`src/rtl/mpmem_defines.svh`:
```
`ifndef MPMEM_DEFINES_SVH
`define MPMEM_DEFINES_SVH

// ports per direction.
`define MPMEM_NUMPORT 4

// banks; the bank field sits in the high address bits.
`define MPMEM_NUMBANK 8
`define MPMEM_BITBANK 3
`define MPMEM_BITROW  6
`define MPMEM_BITADDR 9

`define MPMEM_WIDTH 32

// wishbone word offsets of the register block.
`define MPMEM_REG_CTRL   0
`define MPMEM_REG_STATUS 1
`define MPMEM_REG_WCNT   2
`define MPMEM_REG_RCNT   3

`endif

```
`src/rtl/bank_sram.sv`:
```
`timescale 1ns/10ps
`include "mpmem_defines.svh"

module bank_sram (
  input  logic                     clk,
  input  logic                     we,
  input  logic [`MPMEM_BITROW-1:0] waddr,
  input  logic [`MPMEM_WIDTH-1:0]  wdata,
  input  logic                     re,
  input  logic [`MPMEM_BITROW-1:0] raddr,
  output logic [`MPMEM_WIDTH-1:0]  rdata
);

  logic [`MPMEM_WIDTH-1:0] mem [2**`MPMEM_BITROW];

  always_ff @(posedge clk) begin
    if (we) begin
      mem[waddr] <= wdata;
    end
  end

  // a read at the same edge as a write to that row sees the old word.
  always_ff @(posedge clk) begin
    if (re) begin
      rdata <= mem[raddr];
    end
  end

endmodule

```
`config.mk`:
```
export PLATFORM = sky130hd
export DESIGN_NAME = bank_sram
export DESIGN_NICKNAME = d
export VERILOG_FILES = /design/src/rtl/bank_sram.sv
export VERILOG_INCLUDE_DIRS = /design/src /design/src/rtl
export SDC_FILE = /design/constraint.sdc
export NUM_CORES = 2
export LEC_CHECK = 0
export BUFFER_PORTS_ARGS = -buffer_cell sky130_fd_sc_hd__buf_2
export CAP_MARGIN = 15
export CORE_AREA = 3 3 383 385
export DETAILED_ROUTE_END_ITERATION = 10
export DIE_AREA = 0 0 386 388
export HOLD_SLACK_MARGIN = 0.1
export PLACE_DENSITY_LB_ADDON = 0.08
export REMOVE_ABC_BUFFERS = 1
export SYNTH_ARGS = -nofsm -noshare
export SYNTH_HDL_FRONTEND = slang
export SYNTH_SLANG_ARGS = --single-unit
export TNS_END_PERCENT = 20
```
`constraint.sdc`:
```
create_clock -name clk -period 8.6 [get_ports clk]
set_input_delay 1.72 -clock clk [delete_from_list [all_inputs] [get_ports clk]]
set_output_delay 1.72 -clock clk [all_outputs]
set_load 0.02 [all_outputs]
```
[Word level (Yosys, flattened, before mapping)]
Memory sizes are Yosys's and may differ from the RTL's. A register that Yosys moved wholly into a read port is not among the register bits.
Index checks and enable logic that the tools add are counted.
Word-level totals
  register bits: 0
  RAM bits: 2048
  input bits: 47
  output and inout port bits: 32
  memories kept: 1
Memories
  mem: depth 64, bits a word 32, read ports 1, clocked after Yosys merged registers in 1, write ports 1, RTL line bank_sram.sv:14  | logic [`MPMEM_WIDTH-1:0] mem [2**`MPMEM_BITROW];
Operators by class
  multiplexer cells: 2
Operators by type and width (number)
  $mux 1: 2

[Logic depth before layout (Yosys ltp)]
  depth in word-level cells: 2
  gate-level depth with buffers: 10
  depth with buffers taken out: 5

[Worst setup path before layout]
Ideal clock, no wire load.
  path type: input to register
  start: input port waddr[3]
  end: memory mem[48][0] (netlist bit), enable pin
  setup time: 0.461 ns
  arrival: 4.419 ns
  data required time: 8.139 ns
  setup slack: 3.720 ns
  stages: 4
  buffers on the path: 1
  cells stage by stage: clkbuf_1 > nor2b_1 > nand4b_1 > nor3_1
RTL lines
  start, declared: RTL line bank_sram.sv:7  | input logic [`MPMEM_BITROW-1:0] waddr,
  end, declared: RTL line bank_sram.sv:14
Straight into the memory's write port.

==> results.sh <==
export IMPL_finalPower_mw=20.8
export IMPL_whs_ns=0.856
export IMPL_path_clk_slew_ns=0.06
export IMPL_cts_resized=0
export IMPL_ioPinCount=79
export IMPL_dp_hpwl_um=104000
export IMPL_clockBufferDepth=3
export IMPL_end_kind="register"
export IMPL_syn_cell_area_mm2=0.0788
export IMPL_fin_setup_tns_ns=0
export IMPL_cts_buffers=204
export IMPL_hold_viol=0
export IMPL_maxSlewHeadroom_pct=18.3
export IMPL_final_cell_mix="edfxtp_1 (2080), mux4_2 (544), clkbuf_16 (213)"
export IMPL_avgSynthCellArea_um2=23.7
export IMPL_rows=139
export IMPL_cts_root_buf="clkbuf_16"
export IMPL_seq_area_mm2=0.0625
export IMPL_insertion_delay_ns=0.80
export IMPL_grt_max_degree=121
export IMPL_grt_pass1_wl_um=281000
export IMPL_hp_class="register to register"
export IMPL_fill_cells=9674
export IMPL_fin_nets=3608
export IMPL_first_pass_iters=5
export IMPL_crit_fanout=100
export IMPL_maxCapViolations=0
export IMPL_worst_pin_slew_ns=1.23
export IMPL_final_common_cell="edfxtp_1"
export IMPL_track_usage_pct=27.1
export IMPL_status="complete, no violations"
export IMPL_path_class="primary input to register"
export IMPL_drc=0
export IMPL_period_share_pct=55.7
export IMPL_portBuffers=78
export IMPL_clock_sinks=2080
export IMPL_finalWorstSetupSlack_ns=3.81
export IMPL_setup_viol=0
export IMPL_syn_instance_count=3324
export IMPL_ys_ff_latch=2080
export IMPL_vias=36755
export IMPL_postLayoutCoreUtil_pct=61.9
export IMPL_place_ws_ns=2.93
export IMPL_die_h_um=388
export IMPL_syn_to_final_growth_pct=12.7
export IMPL_gr_total_overflow=0
export IMPL_core_area_mm2=0.143
export IMPL_routabilityCongestion=0.806
export IMPL_critPathRequiredTime_ns=9.11
export IMPL_multi_input_area_mm2=0.0160
export IMPL_yosysWarnings=0
export IMPL_drv_slew=0
export IMPL_die_w_um=386
export IMPL_clock_skew_ns=0.0264
export IMPL_wirelength_um=199000
export IMPL_fmax_mhz=209
export IMPL_synth_top_area_share_pct=79.2
export IMPL_synth_distinct_cells=33
export IMPL_antenna_found_initial=15
export IMPL_critPathLaunchType="primary input"
export IMPL_critPathArrivalTime_ns=5.29
export IMPL_min_period_ns=4.79
export IMPL_rsz0062_at_grt="false"
export IMPL_yosysTopAreaCell="edfxtp_1"
export IMPL_place_inst=5252
export IMPL_cts_setup_buffers=0
export IMPL_busiest_layer="met2"
export IMPL_leakagePower_nw=27.6
export IMPL_synth_seq_area_share_pct=79.2
export IMPL_synth_area_leaders="edfxtp_1 (79%), mux4_2 (16%), mux2i_1 (1.2%)"
export IMPL_stdcell_area_mm2=0.0888
export IMPL_placed_area_mm2=0.0823
export IMPL_antenna_left=0
export IMPL_vias_per_cell=6.51
export IMPL_drtIter0Drc=4230
export IMPL_grtUsageMet1_pct=38.0
export IMPL_start_util_pct=54.9
export IMPL_ctsHoldBuffers=0
export IMPL_met3_usage_pct=5.46
export IMPL_grt_pass1_vias=37999
export IMPL_cts_htree_levels=4
export IMPL_peakVddDrop_v=0.000251
export IMPL_dieArea_mm2=0.150
export IMPL_power_density_mw_per_mm2=235
export IMPL_wl_per_cell_um=35.3
export IMPL_drive_gt1_share_pct=29.3
export IMPL_cts_tree="done"
export IMPL_use_met2_pct=43.5
export IMPL_stdcell_count=5644
-- metal layers --
metal	part of all wire, %	vias up
met5	0.012	-
met4	3.3	4
met3	8.5	312
met2	50	1647
met1	39	19979
li1	-	14813
-- path summary, 6_finish.rpt --
kind	startpoint	to	cells past startpoint	slack, ns
worst max register to register	mem[55][18]	rdata[18]	5	5.93
worst min-delay path	mem[29][17]	rdata[17]	4	0.86
worst min register to register	mem[29][17]	rdata[17]	4	0.86
worst max-delay path	raddr[0]	rdata[7]	8	3.81
-- flip-flops by register name (all words and copies together), names as in the netlist --
signal  cells
rdata      32
mem      2048
-- kinds of logic (layout without fill, tap and decap cells) --
logic type	Yosys count	in the layout	synth area share (%)
mux	637	637	16.7
simple gates	223	223	1.26
other cells	0	8	0
flops	2080	2080	79.2
buf+inv	182	591	1.12
compound gates	202	202	1.67
-- worst max-delay path, cell delays in order --
cell      delay (ns)
buf_8           0.54
buf_12          0.62
buf_4           0.39
mux4_2          0.55
o221ai_1        0.20
a21oi_1         0.17
a21oi_1         0.68
nor2_1          0.19
-- where the power goes --
group	internal [mW]	total, mW	leakage (nW)	switching, mW
Clock	4.90	8.50	3.12	3.60
Combinational	0.372	1.05	5.74	0.682
Sequential	11.2	11.3	18.7	0.0401
-- cell type report --
type | count | area share, %
flip-flops and latches | 2080 | 70.3
multi-input cells | 1062 | 18.0
clock buffers | 273 | 6.26
well taps | 1903 | 2.68
repair buffers | 213 | 1.81
clock inverters | 105 | 0.921
diodes | 8 | 0.0225
-- cell usage after synthesis --
cell type,instances
or2_2,1
buf_1,21
nand4b_1,1
mux2i_1,93
buf_2,57
nand2_1,26
or2_1,1
nand3_1,5
or3b_1,2
or3_1,3
o32ai_1,4
nor2b_1,15
a21oi_1,62
edfxtp_1,2080
o221ai_1,27
nand4_1,2
nand3b_1,5
a41o_1,4
a311oi_1,8
buf_6,5
nor2_1,137
a22oi_1,12
buf_4,25
and3_1,4
mux4_2,544
or3b_2,3
o22ai_1,84
a31oi_1,1
or2_0,1
and2_1,2
clkbuf_1,74
nand2b_1,8
nor3_1,7
Power figures use the tool's default switching activity.
