[src/rtl/mpmem_defines.svh]
`ifndef MPMEM_DEFINES_SVH
`define MPMEM_DEFINES_SVH

// ports per direction.
`define MPMEM_NUMPORT 4

// banks; the bank field sits in the high address bits.
`define MPMEM_NUMBANK 8
`define MPMEM_BITBANK 3
`define MPMEM_BITROW  6
`define MPMEM_BITADDR 9

`define MPMEM_WIDTH 32

// wishbone word offsets of the register block.
`define MPMEM_REG_CTRL   0
`define MPMEM_REG_STATUS 1
`define MPMEM_REG_WCNT   2
`define MPMEM_REG_RCNT   3

`endif

[src/rtl/mpmem_pkg.sv]
`include "mpmem_defines.svh"

package mpmem_pkg;

  // one write port request.
  typedef struct packed {
    logic                      valid;
    logic [`MPMEM_BITADDR-1:0] addr;
    logic [`MPMEM_WIDTH-1:0]   data;
  } wr_req_t;

  // one read port request.
  typedef struct packed {
    logic                      valid;
    logic [`MPMEM_BITADDR-1:0] addr;
  } rd_req_t;

  // answer to one read port; err marks a read that lost its bank.
  typedef struct packed {
    logic                    valid;
    logic                    err;
    logic [`MPMEM_WIDTH-1:0] data;
  } rd_rsp_t;

  // bit p is set when port p lost arbitration in this cycle.
  typedef struct packed {
    logic [`MPMEM_NUMPORT-1:0] mask;
  } conflict_t;

endpackage

[src/rtl/bank_arbiter.sv]
`timescale 1ns/10ps
`include "mpmem_defines.svh"

module bank_arbiter #(
  parameter type req_t = mpmem_pkg::rd_req_t
) (
  input  logic                 enable,
  input  req_t                 req   [`MPMEM_NUMPORT],
  output req_t                 grant [`MPMEM_NUMPORT],
  output mpmem_pkg::conflict_t lose
);

  logic [`MPMEM_NUMPORT-1:0] active;
  logic [`MPMEM_NUMPORT-1:0] shadowed;
  logic [`MPMEM_BITBANK-1:0] bank [`MPMEM_NUMPORT];

  // a disabled memory sees no requests at all.
  always_comb begin
    for (int p = 0; p < `MPMEM_NUMPORT; p++) begin
      active[p] = enable & req[p].valid;
      bank[p]   = req[p].addr[`MPMEM_BITADDR-1 -: `MPMEM_BITBANK];
    end
  end

  // a port is shadowed when any lower-numbered active port uses the same bank.
  always_comb begin
    shadowed = '0;
    for (int p = 1; p < `MPMEM_NUMPORT; p++) begin
      for (int q = 0; q < p; q++) begin
        if (active[q] && (bank[q] == bank[p])) begin
          shadowed[p] = 1'b1;
        end
      end
    end
  end

  always_comb begin
    for (int p = 0; p < `MPMEM_NUMPORT; p++) begin
      grant[p]       = req[p];
      grant[p].valid = active[p] & ~shadowed[p];
    end
    lose.mask = active & shadowed;
  end

endmodule

[config.mk]
export PLATFORM = sky130hd
export DESIGN_NAME = bank_arbiter
export DESIGN_NICKNAME = d
export VERILOG_FILES = /design/src/rtl/mpmem_pkg.sv /design/src/rtl/bank_arbiter.sv
export VERILOG_INCLUDE_DIRS = /design/src /design/src/rtl
export SDC_FILE = /design/constraint.sdc
export NUM_CORES = 1
export LEC_CHECK = 0
export BUFFER_PORTS_ARGS = -buffer_cell sky130_fd_sc_hd__clkbuf_2
export CELL_PAD_IN_SITES_DETAIL_PLACEMENT = 0
export CELL_PAD_IN_SITES_GLOBAL_PLACEMENT = 2
export CORE_MARGIN = 2
export CORE_UTILIZATION = 12
export DETAILED_ROUTE_END_ITERATION = 8
export PLACE_DENSITY = 0.8
export SETUP_SLACK_MARGIN = 0.02
export SLEW_MARGIN = 5
export SYNTH_ARGS = -nofsm -noshare
export SYNTH_HDL_FRONTEND = slang
export SYNTH_SLANG_ARGS = --single-unit
[constraint.sdc]
create_clock -name vclk -period 0.9
set_input_delay 0 -clock vclk [all_inputs]
set_output_delay 0 -clock vclk [all_outputs]
set_load 0.02 [all_outputs]
Word level (Yosys, flattened, before mapping)
Index checks and enable logic that the tools add are counted.
Storage, ports and cells
  bits in registers: 0
  input bits: 41
  word-level logic and storage cells: 29
  output and inout port bits: 44
Cells by class
  bitwise gates (word level): 11
  multiplexer cells: 6
  reductions and logical operators: 6
  eq/ne operators: 6
Operators by type and width (number)
  3-bit equality test: 6
  1-bit AND: 7
  1-bit logical AND: 6
  1-bit 2-to-1 mux: 6
  4-bit AND: 1
  1-bit inverter: 3

Logic depth before layout (Yosys ltp)
Gate-level depths: netlist of run 1.
  depth after elaboration: 7
  mapped depth: 3
  gate-level depth less buffers: 3

Least setup slack after synthesis of run 1
No wires, ideal clock.
  path type: in2out
  start: in req[39] (netlist bit)
  end: out grant[9] (netlist bit)
  buffers on the path: 0
  cell stages on the path: 3
  setup slack: -0.251 ns
  required time: 0.900 ns
  arrival time: 1.151 ns
  cells stage by stage: and2_1 -> and4_1 -> nor4_1
RTL lines
  from (decl): RTL line bank_arbiter.sv:8  | input req_t req [`MPMEM_NUMPORT],
  to (decl): RTL line bank_arbiter.sv:9  | output req_t grant [`MPMEM_NUMPORT],

==> results of run 1 <==
## synth_stat cells
master	instances	area share, %
nor4_1	3	3.5
o311a_1	1	1.9
nor2_1	1	0.70
a21oi_1	1	0.93
nand2_1	3	2.1
nor2b_1	1	1.2
and4_1	1	1.6
conb_1	1	0.70
nand4_1	2	2.3
and3b_1	1	1.6
or4_1	1	1.4
xor2_1	9	15
buf_4	37	52
and2_1	1	1.2
xnor2_1	9	15
## cell usage in the layout, fill, tap and decap left out
cell and instances:
and3b_1 1, nand2_2 1, xor2_2 3, or4_4 1, clkbuf_8 4, o311a_1 1
buf_6 3, a21oi_4 1, xnor2_1 6, and4_1 1, xnor2_2 3, nor2b_4 1
conb_1 1, buf_4 12, nor4_4 1, nand2_1 2, buf_8 4, nor4_2 2
nand4_1 2, clkbuf_16 1, buf_2 1, clkbuf_2 23, xor2_1 6, and2_1 1
nor2_1 1
## how the worst max path moves through the flow
stage	slack, ns	endpoint
after floorplan	-0.05	grant[9]
after global placement	-0.28	grant[19]
after detailed placement	-0.29	grant[19]
after CTS	-0.25	grant[19]
after global routing	-0.26	grant[19]
final	-0.23	grant[19]
## through the flow
step / hold slack, ns / utilization [%] / power [µW]
floorplan: 0.113 / - / 344
global placement: 0.000137 / 13.9 / 303
detailed placement: 0.000137 / 13.9 / 304
CTS: 0.000137 / 17.2 / 363
global route: 0.0000293 / 18.7 / 419
finish: 0.00000881 / 18.7 / 393
## routing by layer
layer	up-vias	GRT usage, %	wire length, µm
li1	218	-	-
met3	0	0.712	144
met1	199	6.43	569
met4	0	0.839	0
met2	21	9.45	703
met5	-	0	0
## layout make-up
type	count	area, µm²
Fill cell	486	3520
Multi-Input combinational cell	35	358
Tap cell	52	65.1
Timing Repair Buffer	48	384
## report_power, final
part	switching (µW)	internal, µW	leakage, µW
Sequential	0	0	0
Clock	0	0	0
Combinational	195	198	0.000383
## timing repair
item,CTS,global route
setup buffers,3,0
hold buffers,0,0
pin swaps,8,6
setup endpoints to repair,6,6
gates resized for setup,24,24
## logic make-up (layout without fill, tap and decap cells)
logic type,Yosys count,count (layout),share of synthesized area (%)
and+or+nand+nor,14,14,15.6
xor gates and xnor gates,18,18,29.3
AOI/OAI and AO/OA,2,2,2.79
buffers and inverters,37,48,51.6
other,1,1,0.697
## critical path, delay by kind of cell
family        cells  cell delay, ns
xor+xnor          1            0.15
buf+inv           2            0.25
simple gates      2            0.72
==> flow_summary.ini, run 1 <==
[logic_synthesis]
avgSynthCellArea_um2 = 7.47
yosysWarningCount = 0
synth_area_um2 = 538
ys_seq_area_share_pct = 0
synth_nets = 113
ys_types = 15
synthesis.instances = 72

[worst_hold_path]
min_from = req[10]
hold_depth = 0
hold_path.class = primary input to primary output
min_to = grant[10]

[final_layout]
final-seq-area_um2 = 0
area_growth_pct = 50.0
design.seq.count = 0
clockBufferCount = 0
final_area_um2 = 807
drive_gt1_share_pct = 73.5
final_nets = 126
final_cells = 135
n_antenna_cell = 0

[pwr]
power.density_nw_per_um2 = 487
leakagePower_uw = 0.000383
peakVddDrop_mv = 0.213

[drt]
drc = 0
ant_nets = 0
routed_via_density = 3.24
drt_iter0_markers = 6
vias = 438
dr.pass1.iters = 2
drt_wl_total_um = 1420
wire_per_inst_um = 10.5

[timing]
fmax_mhz = 883
report.final.slew_viol_count = 0
setup-violations-final = 5
timing.final.crit_share_pct = 126
fin_ws_ns = -0.232
finalHoldViolations = 0
tns_ns = -0.749
rsz0062_at_grt = true
fin_crit_ns = 1.13

[critical_path]
crit_path_max_incr_delay_ns = 0.53
slowest_stage = or4_4
cp_max_fo = 3
required_ns = 0.90
crit_chain = buf_8 > xor2_1 > or4_4 > and3b_1 > clkbuf_8
cp-startpoint = req[27]
start_kind = primary input
critPathCaptureType = primary output
cp.arrival_ns = 1.13
path_class = primary input to primary output

[outcome]
violations = negative setup slack
status = finished with violations

[grt]
grt_pass1_vias = 445
antenna_found_initial = 0
gr-total-overflow = 0
grt_max_degree = 5
track_usage_pct = 5.13
grt_pass1_wl_um = 2110

[flow_run]
maxCapViolCount = 0

[die]
die_area_um2 = 5040
die_width_um = 71.0
core_um2 = 4320
rows = 24
start_util_pct = 12.4
ios = 85
die_h_um = 71.0

[place]
place_area_um2 = 602
dp_cells = 133
dp_slack_ns = -0.295
port_buffers = 36
place_congestion = 0.680
dp_hpwl_um = 1180
Note: power is estimated with default switching activity, not from simulation.
==> inputs of run 2 (changes only) <==
--- a/config.mk
+++ b/config.mk
@@ -13,7 +13,7 @@
 export CORE_UTILIZATION = 12
 export DETAILED_ROUTE_END_ITERATION = 8
 export PLACE_DENSITY = 0.8
-export SETUP_SLACK_MARGIN = 0.02
+export SETUP_SLACK_MARGIN = 0.3
 export SLEW_MARGIN = 5
 export SYNTH_ARGS = -nofsm -noshare
 export SYNTH_HDL_FRONTEND = slang
==> constraint.sdc (replaced) <==
create_clock -name vclk -period 0.9
set_input_delay 0.225 -clock vclk [all_inputs]
set_output_delay 0.225 -clock vclk [all_outputs]
set_load 0.02 [all_outputs]
==> flow_summary.ini, run 2 (synthesis gave the netlist of run 1 again) <==
[grt]
gr-usage-met2_pct = 12.5
grt_pass1_wl_um = 2630
use_met1_pct = 7.61
grt_pass1_vias = 526
grt_max_degree = 5
antenna_found_initial = 0
track_usage_pct = 6.42
top_usage_layer = met2
use_met3_pct = 0.855
gr-total-overflow = 0

[die]
ios = 85
core_um2 = 4320
rows = 24
die_area_um2 = 5040
die_h_um = 71.0
start_util_pct = 12.4
die_width_um = 71.0

[timing]
tns_ns = -3.59
report.final.slew_viol_count = 0
setup-violations-final = 8
fin_crit_ns = 1.62
finalHoldViolations = 0
rsz0062_at_grt = true
fmax_mhz = 618
fin_ws_ns = -0.719
timing.final.crit_share_pct = 180

[pwr]
switchingPower_uw = 224
p_comb_share_pct = 100.0
power.density_nw_per_um2 = 486
switching_share_pct = 39.4
p_seq_share_pct = 0
internal_power_uw = 345
finalPower_uw = 569
clockPowerShare_pct = 0
peakVddDrop_mv = 0.160
leakagePower_uw = 0.000509

[final_layout]
area_growth_pct = 117
drive_gt1_share_pct = 76.3
design.seq.count = 0
fill_cells = 461
final_area_um2 = 1170
final-seq-area_um2 = 0
layout_commonest_cell = buf_8
clockBufferCount = 0
n_antenna_cell = 0
final_core_util_pct = 27.0
layout.cells.most_common_list = 23 x buf_8, 18 x buf_4, 8 x xnor2_1
multi_input_area_um2 = 365
final_nets = 136

[flow_run]
maxCapViolCount = 0

[clocking]
cts_hold_buffers = 0

[critical_path]
crit_chain = buf_8 > xor2_2 > or4_4 > and3b_1 > clkbuf_8
cp_max_fo = 4
slowest_stage = or4_4
crit_path_max_incr_delay_ns = 0.56
worst-path-buf-inv = 2
path_class = primary input to primary output
cp.arrival_ns = 1.39
critPathTopFamily = simple AND/OR/NAND/NOR gates
start_kind = primary input
critPathCaptureType = primary output
required_ns = 0.67

[place]
place_area_um2 = 661
dp_hpwl_um = 1240
port_buffers = 36
place_congestion = 0.734

[drt]
drc = 0
drt_wl_total_um = 1680
ant_nets = 0
dr.pass1.iters = 2
drt_iter0_markers = 1
vias = 489
wire_per_inst_um = 11.6
routed_via_density = 3.37

[outcome]
status = finished with violations
violations = negative setup slack

[worst_hold_path]
hold_path.class = primary input to primary output
[run 2: layer usage]
layer | vias to the layer above | wire (µm)
li1 | 236 | -
met1 | 232 | 587
met2 | 17 | 959
met3 | 4 | 121
met4 | 0 | 13
met5 | - | 0
[run 2: metrics by stage]
step	worst slack, ns	instances	hold slack [ns]
after floorplan	-0.478	72	0.563
after global placement	-0.733	137	0.450
after detailed placement	-0.739	137	0.450
after CTS	-0.732	142	0.450
after global routing	-0.744	145	0.450
final	-0.719	145	0.450
[run 2: timing repair]
action | 4_1_cts | 5_1_grt
cloned | 0 | 0
pin swaps | 6 | 8
setup endpoints to repair | 19 | 19
endpoints found under the hold margin | 0 | 0
setup buffers | 5 | 3
resized for setup | 60 | 38
[run 2: final timing paths]
path | slack [ns] | start | endpoint | cells past startpoint
min | 0.45 | req[4] | grant[4] | 0
max | -0.72 | req[28] | grant[19] | 5
[run 2: layout make-up]
cell class	instances	share of cell area, %
tap	52	5.57
multi-input combinational	35	31.3
timing repair buffer	58	63.2
[run 2: power by group through the flow]
stage	combinational, µW	sequential [µW]	clock [µW]
3_3_place_gp	331	0	0
2_1_floorplan	356	0	0
4_1_cts	493	0	0
5_1_grt	602	0	0
6_report	569	0	0
3_5_place_dp	332	0	0
