===== src/rtl/mpmem_defines.svh =====
`ifndef MPMEM_DEFINES_SVH
`define MPMEM_DEFINES_SVH

// ports per direction.
`define MPMEM_NUMPORT 4

// banks; the bank field sits in the high address bits.
`define MPMEM_NUMBANK 8
`define MPMEM_BITBANK 3
`define MPMEM_BITROW  6
`define MPMEM_BITADDR 9

`define MPMEM_WIDTH 32

// wishbone word offsets of the register block.
`define MPMEM_REG_CTRL   0
`define MPMEM_REG_STATUS 1
`define MPMEM_REG_WCNT   2
`define MPMEM_REG_RCNT   3

`endif


===== src/rtl/mpmem_pkg.sv =====
`include "mpmem_defines.svh"

package mpmem_pkg;

  // one write port request.
  typedef struct packed {
    logic                      valid;
    logic [`MPMEM_BITADDR-1:0] addr;
    logic [`MPMEM_WIDTH-1:0]   data;
  } wr_req_t;

  // one read port request.
  typedef struct packed {
    logic                      valid;
    logic [`MPMEM_BITADDR-1:0] addr;
  } rd_req_t;

  // answer to one read port; err marks a read that lost its bank.
  typedef struct packed {
    logic                    valid;
    logic                    err;
    logic [`MPMEM_WIDTH-1:0] data;
  } rd_rsp_t;

  // bit p is set when port p lost arbitration in this cycle.
  typedef struct packed {
    logic [`MPMEM_NUMPORT-1:0] mask;
  } conflict_t;

endpackage


===== src/rtl/bank_crossbar.sv =====
`timescale 1ns/10ps
`include "mpmem_defines.svh"

module bank_crossbar (
  input  logic                     clk,
  input  logic                     rst,
  input  mpmem_pkg::wr_req_t       wr_grant   [`MPMEM_NUMPORT],
  input  mpmem_pkg::rd_req_t       rd_grant   [`MPMEM_NUMPORT],
  input  mpmem_pkg::conflict_t     rd_lose,
  output logic                     bank_we    [`MPMEM_NUMBANK],
  output logic [`MPMEM_BITROW-1:0] bank_waddr [`MPMEM_NUMBANK],
  output logic [`MPMEM_WIDTH-1:0]  bank_wdata [`MPMEM_NUMBANK],
  output logic                     bank_re    [`MPMEM_NUMBANK],
  output logic [`MPMEM_BITROW-1:0] bank_raddr [`MPMEM_NUMBANK],
  input  logic [`MPMEM_WIDTH-1:0]  bank_rdata [`MPMEM_NUMBANK],
  output mpmem_pkg::rd_rsp_t       rd_rsp     [`MPMEM_NUMPORT]
);

  logic [`MPMEM_NUMPORT-1:0] rd_act_q;
  logic [`MPMEM_NUMPORT-1:0] rd_err_q;
  logic [`MPMEM_BITBANK-1:0] rd_bank_q [`MPMEM_NUMPORT];

  logic [`MPMEM_NUMPORT-1:0] rsp_valid_q;
  logic [`MPMEM_NUMPORT-1:0] rsp_err_q;
  logic [`MPMEM_WIDTH-1:0]   rsp_data_q [`MPMEM_NUMPORT];

  // granted requests never share a bank, so each bank takes at most one port.
  always_comb begin
    for (int b = 0; b < `MPMEM_NUMBANK; b++) begin
      bank_we[b]    = 1'b0;
      bank_waddr[b] = '0;
      bank_wdata[b] = '0;
      bank_re[b]    = 1'b0;
      bank_raddr[b] = '0;
      for (int p = 0; p < `MPMEM_NUMPORT; p++) begin
        if (wr_grant[p].valid &&
            (wr_grant[p].addr[`MPMEM_BITADDR-1 -: `MPMEM_BITBANK] == `MPMEM_BITBANK'(b))) begin
          bank_we[b]    = 1'b1;
          bank_waddr[b] = wr_grant[p].addr[`MPMEM_BITROW-1:0];
          bank_wdata[b] = wr_grant[p].data;
        end
        if (rd_grant[p].valid &&
            (rd_grant[p].addr[`MPMEM_BITADDR-1 -: `MPMEM_BITBANK] == `MPMEM_BITBANK'(b))) begin
          bank_re[b]    = 1'b1;
          bank_raddr[b] = rd_grant[p].addr[`MPMEM_BITROW-1:0];
        end
      end
    end
  end

  // first stage runs alongside the bank read.
  always_ff @(posedge clk) begin
    if (rst) begin
      rd_act_q <= '0;
      rd_err_q <= '0;
    end else begin
      for (int p = 0; p < `MPMEM_NUMPORT; p++) begin
        rd_act_q[p] <= rd_grant[p].valid;
        rd_err_q[p] <= rd_lose.mask[p];
      end
    end
  end

  always_ff @(posedge clk) begin
    for (int p = 0; p < `MPMEM_NUMPORT; p++) begin
      rd_bank_q[p] <= rd_grant[p].addr[`MPMEM_BITADDR-1 -: `MPMEM_BITBANK];
    end
  end

  // second stage picks the bank word, or zero for a port that lost.
  always_ff @(posedge clk) begin
    if (rst) begin
      rsp_valid_q <= '0;
      rsp_err_q   <= '0;
    end else begin
      rsp_valid_q <= rd_act_q | rd_err_q;
      rsp_err_q   <= rd_err_q;
    end
  end

  always_ff @(posedge clk) begin
    for (int p = 0; p < `MPMEM_NUMPORT; p++) begin
      rsp_data_q[p] <= rd_act_q[p] ? bank_rdata[rd_bank_q[p]] : '0;
    end
  end

  always_comb begin
    for (int p = 0; p < `MPMEM_NUMPORT; p++) begin
      rd_rsp[p].valid = rsp_valid_q[p];
      rd_rsp[p].err   = rsp_err_q[p];
      rd_rsp[p].data  = rsp_data_q[p];
    end
  end

endmodule


===== config.mk =====
export PLATFORM = sky130hd
export DESIGN_NAME = bank_crossbar
export DESIGN_NICKNAME = d
export VERILOG_FILES = /design/src/rtl/mpmem_pkg.sv /design/src/rtl/bank_crossbar.sv
export VERILOG_INCLUDE_DIRS = /design/src /design/src/rtl
export SDC_FILE = /design/constraint.sdc
export NUM_CORES = 1
export LEC_CHECK = 0
export BUFFER_PORTS_ARGS = -buffer_cell sky130_fd_sc_hd__buf_4
export CORE_AREA = 4 4 376 378
export DETAILED_ROUTE_END_ITERATION = 8
export DIE_AREA = 0 0 380 382
export PLACE_DENSITY_LB_ADDON = 0.1
export SLEW_MARGIN = 20
export SYNTH_ARGS = -nofsm -noshare
export SYNTH_HDL_FRONTEND = slang
export SYNTH_SLANG_ARGS = --single-unit

===== constraint.sdc =====
create_clock -name clk -period 2.21 [get_ports clk]
set_clock_uncertainty 0.15 [all_clocks]
set_input_delay 0.442 -clock clk [delete_from_list [all_inputs] [get_ports clk]]
set_output_delay 0.442 -clock clk [all_outputs]
set_load 0.01 [all_outputs]

### Word-level counts from Yosys, hierarchy flattened

Memories as Yosys holds them, arrays and structs flattened.
Cells that the tools add are included.

| word-level totals | value |
|---|---|
| input port bits | 470 |
| output and inout bits | 504 |
| word-level logic and storage cells | 319 |
| memories kept | 2 |
| RAM bits | 140 |
| bits in registers | 16 |

| operators by class | value |
|---|---|
| order comparisons | 4 |
| reductions and logical operators | 72 |
| mux-type cells | 176 |
| bitwise gates (word level) | 5 |
| equality and inequality tests | 56 |

Memory list:

| name | depth | width | read ports | clocked after memory_dff | write ports | RTL line | text |
|---|---|---|---|---|---|---|---|
| rsp_data_q | 4 | 32 | 4 | 0 | 4 | bank_crossbar.sv:25 | `` logic [`MPMEM_WIDTH-1:0] rsp_data_q [`MPMEM_NUMPORT]; `` |
| rd_bank_q | 4 | 3 | 4 | 0 | 4 | bank_crossbar.sv:21 | `` logic [`MPMEM_BITBANK-1:0] rd_bank_q [`MPMEM_NUMPORT]; `` |

Operators by type and width:

| kind | number |
|---|---|
| 32-bit 2-to-1 mux | 44 |
| 32-bit binary-select mux with 3-bit select | 4 |
| 6-bit 2-to-1 mux | 64 |
| 3-bit == test, second input constant | 32 |
| 1-bit logical AND | 64 |
| 1-bit 2-to-1 mux | 64 |
| 3-bit by 2-bit == test with 1-bit output, second input constant | 16 |
| 3-bit by 1-bit == test with 1-bit output, second input constant | 8 |
| 3-bit logical NOT | 8 |
| 4-bit >= comparator, second input constant | 4 |
| 3-bit inverter with 4-bit output | 4 |
| 4-bit OR | 1 |

### Logic depth before layout (Yosys ltp)

| depth | value |
|---|---|
| depth in word-level cells | 6 |
| depth in mapped cells | 7 |
| depth with buffers taken out | 4 |

### Worst setup path after synthesis

No wires, ideal clock.

| timing | value |
|---|---|
| path kind | input to output |
| from | in wr_grant[39] (netlist bit) |
| to | out bank_wdata[228] (netlist bit) |
| arrival | 1.777 ns |
| data required time | 1.618 ns |
| cell stages on the path | 7 |
| buffers on the path | 3 |
| slack | -0.159 ns |
| path through | or4b_1 > clkbuf_1 > o31ai_2 > buf_4 > buf_6 > a221o_1 > o221a_2 |

RTL lines:

| element | RTL line | text |
|---|---|---|
| from (decl) | bank_crossbar.sv:7 | `` input mpmem_pkg::wr_req_t wr_grant [`MPMEM_NUMPORT], `` |
| to (decl) | bank_crossbar.sv:12 | `` output logic [`MPMEM_WIDTH-1:0] bank_wdata [`MPMEM_NUMBANK], `` |

==> flow_summary.ini <==
[worst_setup_path]
arrival_ns = 2.04
r2r-end = rsp_data_q[0][27]
worstPathRequired_ns = 1.62
worstReg2RegStart = rd_bank_q[0][0]
cp_max_fo = 32
critPathKind = in2out
reg2regPathDepth = 3
cp-start-kind = input port
r2r_slack_ns = 0.27
end_kind = output port

[timing]
hold_viol = 0
min_period_over_period_pct = 119
layout_setup_ws_ns = -0.427
finalSetupViolations = 341
finalMaxSlewViolations = 0
rsz0062_at_grt = yes
relSlewSlack_pct = 69.5
finalCriticalPeriod_ns = 2.64
worst_slew_pin_slew_ns = 0.458
fmax_mhz = 379

[clocking]
cts_htree_levels = 4
worstSkewPairLatency_ns = 0.50
clkTransAtPathRegs_ns = 0.07
clockBufferDepth = 2
cts_made_buffers = 17
cts_num_sinks = 156
cts-root-buf = clkbuf_16
tritoncts = built

[synth]
synth_edf_count = 0
synth_cell_type_count = 46
synth.avg_cell_area_um2 = 8.87
synthesis.nets = 2754
syn_inst = 2284
ys_seq_area_share_pct = 15.4
synth_top_cell_area_share_pct = 28.4
yosysTopAreaCell = mux4_2
ys_top_cells_by_area = mux4_2 28%, dfxtp_1 15%, a221oi_1 9.4%
async_reset_ff_share_pct = 0
synth_commonest_cells = 256 x mux4_2, 242 x nor2_1, 218 x a221oi_1, 218 x o22ai_1, 215 x clkbuf_1
post-synth-top-count-cell = mux4_2
syn-cell-area_um2 = 20300
ys_warn_count = 0
yosys_most_used_dff = dfxtp_1
ys_ff_latch = 156

[die]
coreArea_um2 = 137000
rows = 136
fp.dieH_um = 382
dieArea_um2 = 145000
die_x_um = 380
io_pins = 974
start_util_pct = 14.7

[drt]
drc = 0
drt-pass1-iter-count = 5
wl_per_cell_um = 38.3
vias_per_cell = 5.55
wl_um = 196000
drt_iter0_markers = 2624
drt.antenna.violating_nets = 0
num_vias = 28400

[grt]
grt_pass1_wl_um = 253000
grt_max_degree = 41
grt.met1_usage_pct = 29.7
globalRouteMet2Util_pct = 42.8
grt.overflow.total = 0
grt_pass1_vias = 28300
antenna_found_initial = 16
use_met3_pct = 5.28
track_usage_pct = 24.5
top_usage_layer = met2

[finish]
syn2layout_area_growth_pct = 96.5
drive_gt1_share_pct = 69.8
fillers = 14600
nNetsFinal = 3783

[pwr]
vdd_drop_max_v = 0.000510
finalPower_mw = 14.2
powerDensity_nw_per_um2 = 358
p_leak_nw = 16.0

[outcome]
failed_checks = negative setup slack
status = complete, but fails checks

[placed_design]
portBuffers = 973
place_ws_ns = -0.751
dp_hpwl_um = 142000
place.gp.congestion = 0.881

[min_path]
whs_path_depth = 2
min_from = rd_grant[16]
min_to = rd_bank_q[2][0]
hold_path_class = in2reg

[run]
maxCapViolations = 0
==> power breakdown <==
part	total, mW	internal, mW	leakage, nW	switching, mW
logic	8.01	3.89	14.4	4.12
registers	3.11	2.98	1.29	0.131
clock network	3.12	1.58	0.291	1.54
==> worst max path at each step <==
stage	from	to	cells after the start
floorplan	wr_grant[39]	bank_wdata[228]	7
global placement	wr_grant[166]	bank_wdata[122]	8
detailed placement	wr_grant[166]	bank_wdata[97]	8
CTS	wr_grant[38]	bank_wdata[240]	9
global route	wr_grant[39]	bank_wdata[130]	11
finish	wr_grant[164]	bank_waddr[42]	7
==> logic make-up (layout without fill, tap and decap cells) <==
group,Yosys count,after routing,share of synthesized area [%]
AOI/OAI and AO/OA,840,840,33.2
buffers and inverters,443,1485,8.93
DFF,156,156,15.4
muxes,256,256,28.4
other,0,6,0
and+or+nand+nor,589,589,14.0
==> critical path, stage by stage <==
cell and delay [ns]:
buf_12 0.11, or4b_4 0.58, nor2_4 0.14, buf_12 0.21, a221o_1 0.20, o221a_4 0.19
buf_6 0.10
==> what timing repair did <==
item | CTS | global route
pin swaps | 98 | 280
setup buffers | 47 | 73
gates cloned | 18 | 26
hold buffers | 5 | 1
endpoints found under the setup margin | 359 | 367
endpoints found under the hold margin | 5 | 1
gates resized for setup | 447 | 657
==> placed cells by master, fill, tap and decap left out, drive strengths merged, types with 8 or more instances in the layout <==
master	synthesis	final
inv	3	10
o221a	37	37
nor4bb	9	9
and4b	8	8
nand2	208	208
a21oi	97	97
nand2b	18	18
buf	225	1424
nor2	247	247
and2	8	8
nand4b	18	18
dfxtp	156	156
nor2b	16	16
a221o	131	131
nand4	8	8
a221oi	218	218
clkbuf	215	39
a22o	128	128
or3b	9	9
mux4	256	256
nand4bb	14	14
o22ai	218	218
==> sequential cells by signal (all words and copies together), names as in the netlist <==
name	count
rsp_data_q	128
rsp_err_q	4
rd_act_q	4
rd_bank_q	12
rd_err_q	4
rsp_valid_q	4
==> metal layers <==
layer  wire, um  part of all wire (%)  vias to the layer above
li1           -                     -                    11500
met1      75800                    39                    14900
met2      94900                    48                     1645
met3      15300                   7.8                      372
met4       9940                   5.1                       12
met5         75                 0.038                        -
==> area by class of cell <==
type | count | area (um2) | share of cell area [%]
clock buffer | 19 | 464 | 1.17
clock inverter | 13 | 123 | 0.308
antenna | 6 | 15.0 | 0.0377
timing repair buffer | 1450 | 14600 | 36.8
inverter | 3 | 11.3 | 0.0283
tap | 1794 | 2240 | 5.64
sequential | 156 | 3150 | 7.92
multi-input combinational | 1685 | 19200 | 48.2
==> through the flow <==
stage | hold WS (ns) | TNS [ns] | cell area (um2) | instances | util, %
floorplan | 0.282 | -3.66 | 20400 | 2284 | -
global placement | 0.298 | -141.20 | 31900 | 4940 | 23.2
detailed placement | 0.307 | -131.15 | 31900 | 4940 | 23.2
CTS | 0.0113 | -93.45 | 35300 | 5034 | 25.7
global route | 0.00817 | -107.64 | 39800 | 5126 | 29.0
finish | 0.0320 | -98.03 | 39800 | 5126 | 29.0
(Power assumes the default switching activity.)
