**src/rtl/mpmem_defines.svh**
```systemverilog
`ifndef MPMEM_DEFINES_SVH
`define MPMEM_DEFINES_SVH

// ports per direction.
`define MPMEM_NUMPORT 4

// banks; the bank field sits in the high address bits.
`define MPMEM_NUMBANK 8
`define MPMEM_BITBANK 3
`define MPMEM_BITROW  6
`define MPMEM_BITADDR 9

`define MPMEM_WIDTH 32

// wishbone word offsets of the register block.
`define MPMEM_REG_CTRL   0
`define MPMEM_REG_STATUS 1
`define MPMEM_REG_WCNT   2
`define MPMEM_REG_RCNT   3

`endif

```
**src/rtl/mpmem_pkg.sv**
```systemverilog
`include "mpmem_defines.svh"

package mpmem_pkg;

  // one write port request.
  typedef struct packed {
    logic                      valid;
    logic [`MPMEM_BITADDR-1:0] addr;
    logic [`MPMEM_WIDTH-1:0]   data;
  } wr_req_t;

  // one read port request.
  typedef struct packed {
    logic                      valid;
    logic [`MPMEM_BITADDR-1:0] addr;
  } rd_req_t;

  // answer to one read port; err marks a read that lost its bank.
  typedef struct packed {
    logic                    valid;
    logic                    err;
    logic [`MPMEM_WIDTH-1:0] data;
  } rd_rsp_t;

  // bit p is set when port p lost arbitration in this cycle.
  typedef struct packed {
    logic [`MPMEM_NUMPORT-1:0] mask;
  } conflict_t;

endpackage

```
**src/rtl/mpmem_csr.sv**
```systemverilog
`timescale 1ns/10ps
`include "mpmem_defines.svh"

module mpmem_csr (
  input  logic                 clk,
  input  logic                 rst,
  input  logic                 wb_cyc,
  input  logic                 wb_stb,
  input  logic                 wb_we,
  input  logic [1:0]           wb_adr,
  input  logic [31:0]          wb_dat_w,
  output logic [31:0]          wb_dat_r,
  output logic                 wb_ack,
  output logic                 enable,
  input  mpmem_pkg::conflict_t wr_lose,
  input  mpmem_pkg::conflict_t rd_lose
);

  logic        access;
  logic        wr_ctrl;
  logic        wr_status;
  logic        wr_wcnt;
  logic        wr_rcnt;
  logic [7:0]  status;
  logic [15:0] wcnt;
  logic [15:0] rcnt;

  function automatic logic [2:0] popcount(input logic [`MPMEM_NUMPORT-1:0] mask);
    logic [2:0] n;
    n = '0;
    for (int i = 0; i < `MPMEM_NUMPORT; i++) begin
      n = n + 3'(mask[i]);
    end
    return n;
  endfunction

  // counters stick at all ones instead of wrapping.
  function automatic logic [15:0] sat_add(input logic [15:0] base, input logic [2:0] inc);
    logic [16:0] sum;
    sum = {1'b0, base} + 17'(inc);
    return sum[16] ? 16'hffff : sum[15:0];
  endfunction

  // a request is taken once; ack high blocks the next cycle from retaking it.
  assign access    = wb_cyc & wb_stb & ~wb_ack;
  assign wr_ctrl   = access & wb_we & (wb_adr == `MPMEM_REG_CTRL);
  assign wr_status = access & wb_we & (wb_adr == `MPMEM_REG_STATUS);
  assign wr_wcnt   = access & wb_we & (wb_adr == `MPMEM_REG_WCNT);
  assign wr_rcnt   = access & wb_we & (wb_adr == `MPMEM_REG_RCNT);

  always_ff @(posedge clk) begin
    if (rst) begin
      wb_ack <= 1'b0;
      enable <= 1'b0;
    end else begin
      wb_ack <= access;
      if (wr_ctrl) begin
        enable <= wb_dat_w[0];
      end
    end
  end

  // conflicts seen in a clearing cycle are still recorded.
  always_ff @(posedge clk) begin
    if (rst) begin
      status <= '0;
      wcnt   <= '0;
      rcnt   <= '0;
    end else begin
      status <= (status & ~(wr_status ? wb_dat_w[7:0] : 8'h00)) | {rd_lose.mask, wr_lose.mask};
      wcnt   <= sat_add(wr_wcnt ? 16'h0000 : wcnt, popcount(wr_lose.mask));
      rcnt   <= sat_add(wr_rcnt ? 16'h0000 : rcnt, popcount(rd_lose.mask));
    end
  end

  always_ff @(posedge clk) begin
    if (access) begin
      case (wb_adr)
        2'(`MPMEM_REG_CTRL):   wb_dat_r <= {31'h0, enable};
        2'(`MPMEM_REG_STATUS): wb_dat_r <= {24'h0, status};
        2'(`MPMEM_REG_WCNT):   wb_dat_r <= {16'h0, wcnt};
        default:               wb_dat_r <= {16'h0, rcnt};
      endcase
    end
  end

endmodule

```
**config.mk**
```make
export PLATFORM = sky130hd
export DESIGN_NAME = mpmem_csr
export DESIGN_NICKNAME = d
export VERILOG_FILES = /design/src/rtl/mpmem_pkg.sv /design/src/rtl/mpmem_csr.sv
export VERILOG_INCLUDE_DIRS = /design/src /design/src/rtl
export SDC_FILE = /design/constraint.sdc
export NUM_CORES = 1
export LEC_CHECK = 0
export BUFFER_PORTS_ARGS = -buffer_cell sky130_fd_sc_hd__buf_4
export CORE_UTILIZATION = 30
export DETAILED_ROUTE_END_ITERATION = 16
export HOLD_SLACK_MARGIN = 0.05
export SLEW_MARGIN = 20
export SYNTH_ARGS = -nofsm -noshare
export SYNTH_HDL_FRONTEND = slang
export SYNTH_SLANG_ARGS = --single-unit
```
**constraint.sdc**
```tcl
create_clock -name clk -period 3.01 [get_ports clk]
set_input_delay 0.301 -clock clk [delete_from_list [all_inputs] [get_ports clk]]
set_output_delay 0.301 -clock clk [all_outputs]
set_load 0.005 [all_outputs]
```
Word level (Yosys, flattened, before mapping)
Cells that the tools add are included.

storage, ports and cells
  bits of input ports = 47
  output and inout port bits = 34
  bits in registers = 74
  logic and storage cells = 35

operators by class
  $add $sub $neg = 8
  muxes and demuxes = 6
  reduce and logical (&&, ||, !) cells = 1
  equal/unequal tests = 3
  bitwise gates (word level) = 11

operator list
  cell                                                                    count
  16-bit 2-to-1 mux                                                       4
  16-bit one-hot mux with 3 select lines                                  1
  16-bit by 3-bit adder with 17-bit output                                2
  8-bit AND                                                               1
  8-bit 2-to-1 mux                                                        1
  8-bit NOT                                                               1
  8-bit OR                                                                1
  1-bit AND                                                               7
  2-bit by 1-bit adder with 3-bit output                                  2
  3-bit by 1-bit adder with 3-bit output                                  2
  1-bit by 1-bit adder with 2-bit output                                  2
  2-bit equality test (second input constant)                             2
  2-bit by 1-bit equality test with 1-bit output (second input constant)  1
  2-bit zero test                                                         1
  1-bit NOT                                                               1

Longest topological paths before layout
  depth in word-level cells = 8
  mapped depth = 11
  mapped depth without buffers = 10

Least setup slack after synthesis
OpenSTA, ideal clock, no wires.

  path type = register to register
  start = register wb_ack
  end = register wcnt[2]
  path slack = 196 ps
  data arrival time = 2,723 ps
  cell stages (with the launch flop) = 11
  setup time = 91 ps
  data required time = 2,919 ps
  path buffers = 0
  clock period less this slack = 2,814 ps
  cell sequence = dfxtp_1 -> nand3b_1 -> inv_1 -> nand4b_1 -> nand2_1 -> fa_1 -> fa_1 -> nand3b_4 -> nor4_4 -> a21oi_1 -> a311oi_1

between the ends
  word-level cells in the longest chain between the ends = 7

RTL lines
  item                                      line             text
  start: declaration                        mpmem_csr.sv:13  output logic wb_ack,
  start signal: assignment                  mpmem_csr.sv:56  wb_ack <= access;
  1-bit NOT                                 mpmem_csr.sv:45  assign access = wb_cyc & wb_stb & ~wb_ack;
  1-bit AND                                 mpmem_csr.sv:45
  net access                                mpmem_csr.sv:19  logic access;
  1-bit AND (2 in a row)                    mpmem_csr.sv:48  assign wr_wcnt = access & wb_we & (wb_adr == `MPMEM_REG_WCNT);
  16-bit 2-to-1 mux                         mpmem_csr.sv:71  wcnt <= sat_add(wr_wcnt ? 16'h0000 : wcnt, popcount(wr_lose.mask));
  16-bit by 3-bit adder with 17-bit output  mpmem_csr.sv:40  sum = {1'b0, base} + 17'(inc);
  16-bit 2-to-1 mux                         mpmem_csr.sv:41  return sum[16] ? 16'hffff : sum[15:0];
  end signal: assignment                    mpmem_csr.sv:71
  end: declaration                          mpmem_csr.sv:25  logic [15:0] wcnt;

The timed path passes the listed nets, and every way through them passes these cells.
A chain may end at the register's enable or synchronous reset.

Final worst setup path
  start = register wb_ack
  end = register wcnt[14]

The elaborated chain is that of the path after synthesis.

==> metrics.txt <==
post-cts resize count=0; vias in the first global route=2217; Num CTS Buffers=9; largest net degree at the start of global routing=21; flops & latches, synth=58; part of the Yosys area used for sequential elements=0.428; count of standard-cell rows=36; fin util=0.368; Crit Reg-Reg Endpoint=wcnt[14]; DIE WIDTH=103 um; worst-margin pin slew=0.790 ns; Hold Buf Count CTS=0; via count normalized by instance count=4.82; RSZ-0062 raised after global routing=no; Setup Crit Path Kind=reg -> reg; antenna-violating nets left=0; final setup violation count=0; Cell variety after synth=55; Initial Util=0.313; Buffers & Inverters on Critical Path=2; routed wire length per instance=13.8 um; clk slew on worst S/H paths=0.07 ns; total number of yosys warnings=0; global-route wire length before repair=10500 um; Post-Synthesis Cells=299; Floorplan Core Area=0.00986 sq mm; share of flip-flops with an asynchronous set or reset after synthesis=0; worst slew slack as a fraction of its limit=0.474; antenna violations before repair=0; worst-skew pair later-pin latency=0.34 ns; R2R Path Start=wb_ack; Period minus WS final=2.76 ns; buffers added on ports=40; RePlAce Congestion=0.764; element type at the critical path start=register; power density relative to cell area=484 mW/mm^2; commonest cells after routing, fill and taps aside=48 x sky130_fd_sc_hd__buf_4, 42 x sky130_fd_sc_hd__dfxtp_1, 21 x sky130_fd_sc_hd__inv_1; VDD IR max=168 uV; total I/O pin count=81; Synth Area per Inst=10.3 sq um; Cell Area, Synth=0.00309 sq mm; total routing usage reported by global routing=0.131; overall via count from detail_route=2325; final worst-path cycle share=0.918; endpoint required time on the critical path=3.26 ns; cell depth of the worst hold path=2; Hold Crit Class=in -> reg; depth of the worst register-to-register path=11; number of setup buffers added after CTS=0; highest attainable clock frequency=362 MHz; overall overflow remaining after global route=0; Fin Clk Skew=0.00840 ns; die area=0.0107 sq mm; Primary FF master, synth=sky130_fd_sc_hd__dfxtp_1; leakage power total=0.00139 uW; Total Negative Setup Slacks=0 ns; Detailed Route Iter0 Violations=120; Post-Route WL=6650 um; most common cell after layout, fill and taps aside=sky130_fd_sc_hd__buf_4; ratio of cells with drive above 1 in the final layout=0.252; clock tree from TritonCTS=yes; maximum net fanout on the critical path=4; max-slew violations=0; critical hold path startpoint=wb_dat_w[5]; sink count of the clock tree=58; number of H-tree levels=3; cell type group with the largest total delay on the critical path=simple AND/OR/NAND/NOR gates; Clock Path Buffers=2; HPWL after detailed placement=4840 um; Die Height=103 um; dominant cell type by count on the critical path=sky130_fd_sc_hd__fa_1; Area growth syn-to-layout=17.6%; Setup crit end kind=register; number of remaining DRC errors=0; worst-case hold path end point=status[5]; arrival time of the worst setup path=3.01 ns; count of flip-flops with a built-in enable after synthesis=16; count of TritonRoute iterations in the first routing pass=4; number of antenna repair diodes=0; R2R Setup Slk=0.25 ns; run status=completed; clock tree root buffer cell=sky130_fd_sc_hd__clkbuf_8; final net count=400; cell type of the slowest stage on the worst timing path=sky130_fd_sc_hd__fa_1; max incr delay on CP=0.42 ns; number of maximum-capacitance constraint violations=0; Hold Vio Cnt, Final=0; cells traversed along the worst timing path=nand3b_1, inv_1, nand4b_1, nand2_1, fa_1, fa_1, nand3b_4, nor4_4, buf_4, a31oi_1, a211oi_1
power breakdown:
group	internal [uW]	total, uW	leakage (uW)	switching (uW)
clock	284	584	0.0000808	300
combinational	137	282	0.000822	145
sequential	851	893	0.000492	41.8
kinds of logic after synthesis:
logic type / after synthesis / share of synthesized area
simple gates: 86 / 0.168
compound gates: 64 / 0.162
flops: 58 / 0.428
buf+inv: 49 / 0.0867
mux: 17 / 0.0620
xor+xnor: 16 / 0.0454
fa+ha+maj: 8 / 0.0470
other cells: 1 / 0.00121
worst register-to-register path, delay by kind of cell (launching register included):
family	cells	cell delay, ns
AND/OR/NAND/NOR	5	0.99
adder cells (fa/ha/maj)	2	0.83
flip-flops	1	0.32
buffers and inverters	2	0.30
AO/OA/AOI/OAI	2	0.24
layer usage:
| metal | vias up | GRT usage | share of wire |
|---|---|---|---|
| met5 | - | 0 | 0 |
| met4 | 0 | 0.0693 | 0.019 |
| met3 | 10 | 0.0276 | 0.043 |
| met2 | 58 | 0.213 | 0.50 |
| met1 | 1119 | 0.162 | 0.44 |
| li1 | 1138 | - | - |
synth_stat cells, types with 2 or more instances:
cell,instances,share of area
sky130_fd_sc_hd__a211oi_1,2,0.0049
sky130_fd_sc_hd__a21oi_1,12,0.019
sky130_fd_sc_hd__a21oi_2,8,0.023
sky130_fd_sc_hd__a22o_1,7,0.020
sky130_fd_sc_hd__a311oi_1,9,0.026
sky130_fd_sc_hd__a31oi_1,6,0.012
sky130_fd_sc_hd__and2_1,2,0.0041
sky130_fd_sc_hd__and3_1,5,0.010
sky130_fd_sc_hd__and4_1,3,0.0085
sky130_fd_sc_hd__buf_2,4,0.0065
sky130_fd_sc_hd__buf_4,19,0.046
sky130_fd_sc_hd__clkbuf_1,4,0.0049
sky130_fd_sc_hd__dfxtp_1,42,0.27
sky130_fd_sc_hd__edfxtp_1,16,0.16
sky130_fd_sc_hd__fa_1,6,0.039
sky130_fd_sc_hd__ha_1,2,0.0081
sky130_fd_sc_hd__inv_1,21,0.026
sky130_fd_sc_hd__mux2_2,7,0.026
sky130_fd_sc_hd__mux2i_1,9,0.029
sky130_fd_sc_hd__nand2_1,7,0.0085
sky130_fd_sc_hd__nand2_2,2,0.0041
sky130_fd_sc_hd__nand2b_1,3,0.0061
sky130_fd_sc_hd__nand3_1,8,0.013
sky130_fd_sc_hd__nand3b_1,2,0.0049
sky130_fd_sc_hd__nand4_1,4,0.0081
sky130_fd_sc_hd__nor2_1,16,0.019
sky130_fd_sc_hd__nor2b_1,12,0.024
sky130_fd_sc_hd__nor3_1,6,0.0097
sky130_fd_sc_hd__nor4_1,3,0.0061
sky130_fd_sc_hd__o21ai_0,9,0.015
sky130_fd_sc_hd__o22ai_2,2,0.0081
sky130_fd_sc_hd__or3_1,4,0.0081
sky130_fd_sc_hd__xnor2_1,10,0.028
sky130_fd_sc_hd__xor2_1,6,0.017
flip-flops by register name, indices dropped and copies added (netlist names):
name / flops
wcnt: 16
rcnt: 16
enable: 1
wb_ack: 1
wb_dat_r: 16
status: 8
cell type report:
cell class	count	area, sq um
Clock buffer	10	128
Clock inverter	5	22.5
Fill cell	984	6230
Inverter	21	78.8
Multi-Input combinational cell	207	1550
Sequential cell	58	1320
Tap cell	133	166
Timing Repair Buffer	48	360
metrics by stage:
stage	power [uW]	hold slack (ns)	instance area, sq um	std cells	setup WS [ns]
floorplan	1110	0.408	3140	314	0.196
global placement	1180	0.486	3480	467	0.0436
detailed placement	1190	0.500	3480	467	0.0359
CTS	1770	0.142	3630	482	0.224
global route	1830	0.155	3630	482	0.0661
finish	1760	0.147	3630	482	0.248
worst max-delay path by stage:
stage	start	endpoint	slack, ns	cells after the start
2_1_floorplan	wb_ack	wcnt[2]	0.20	10
3_5_place_dp	wr_lose[0]	wcnt[14]	0.04	10
6_report	wb_ack	wcnt[14]	0.25	11
5_1_grt	wb_ack	wcnt[14]	0.07	11
4_1_cts	wb_ack	wcnt[14]	0.22	11
3_3_place_gp	wr_lose[0]	wcnt[14]	0.04	10
(Power assumes the default switching activity.)
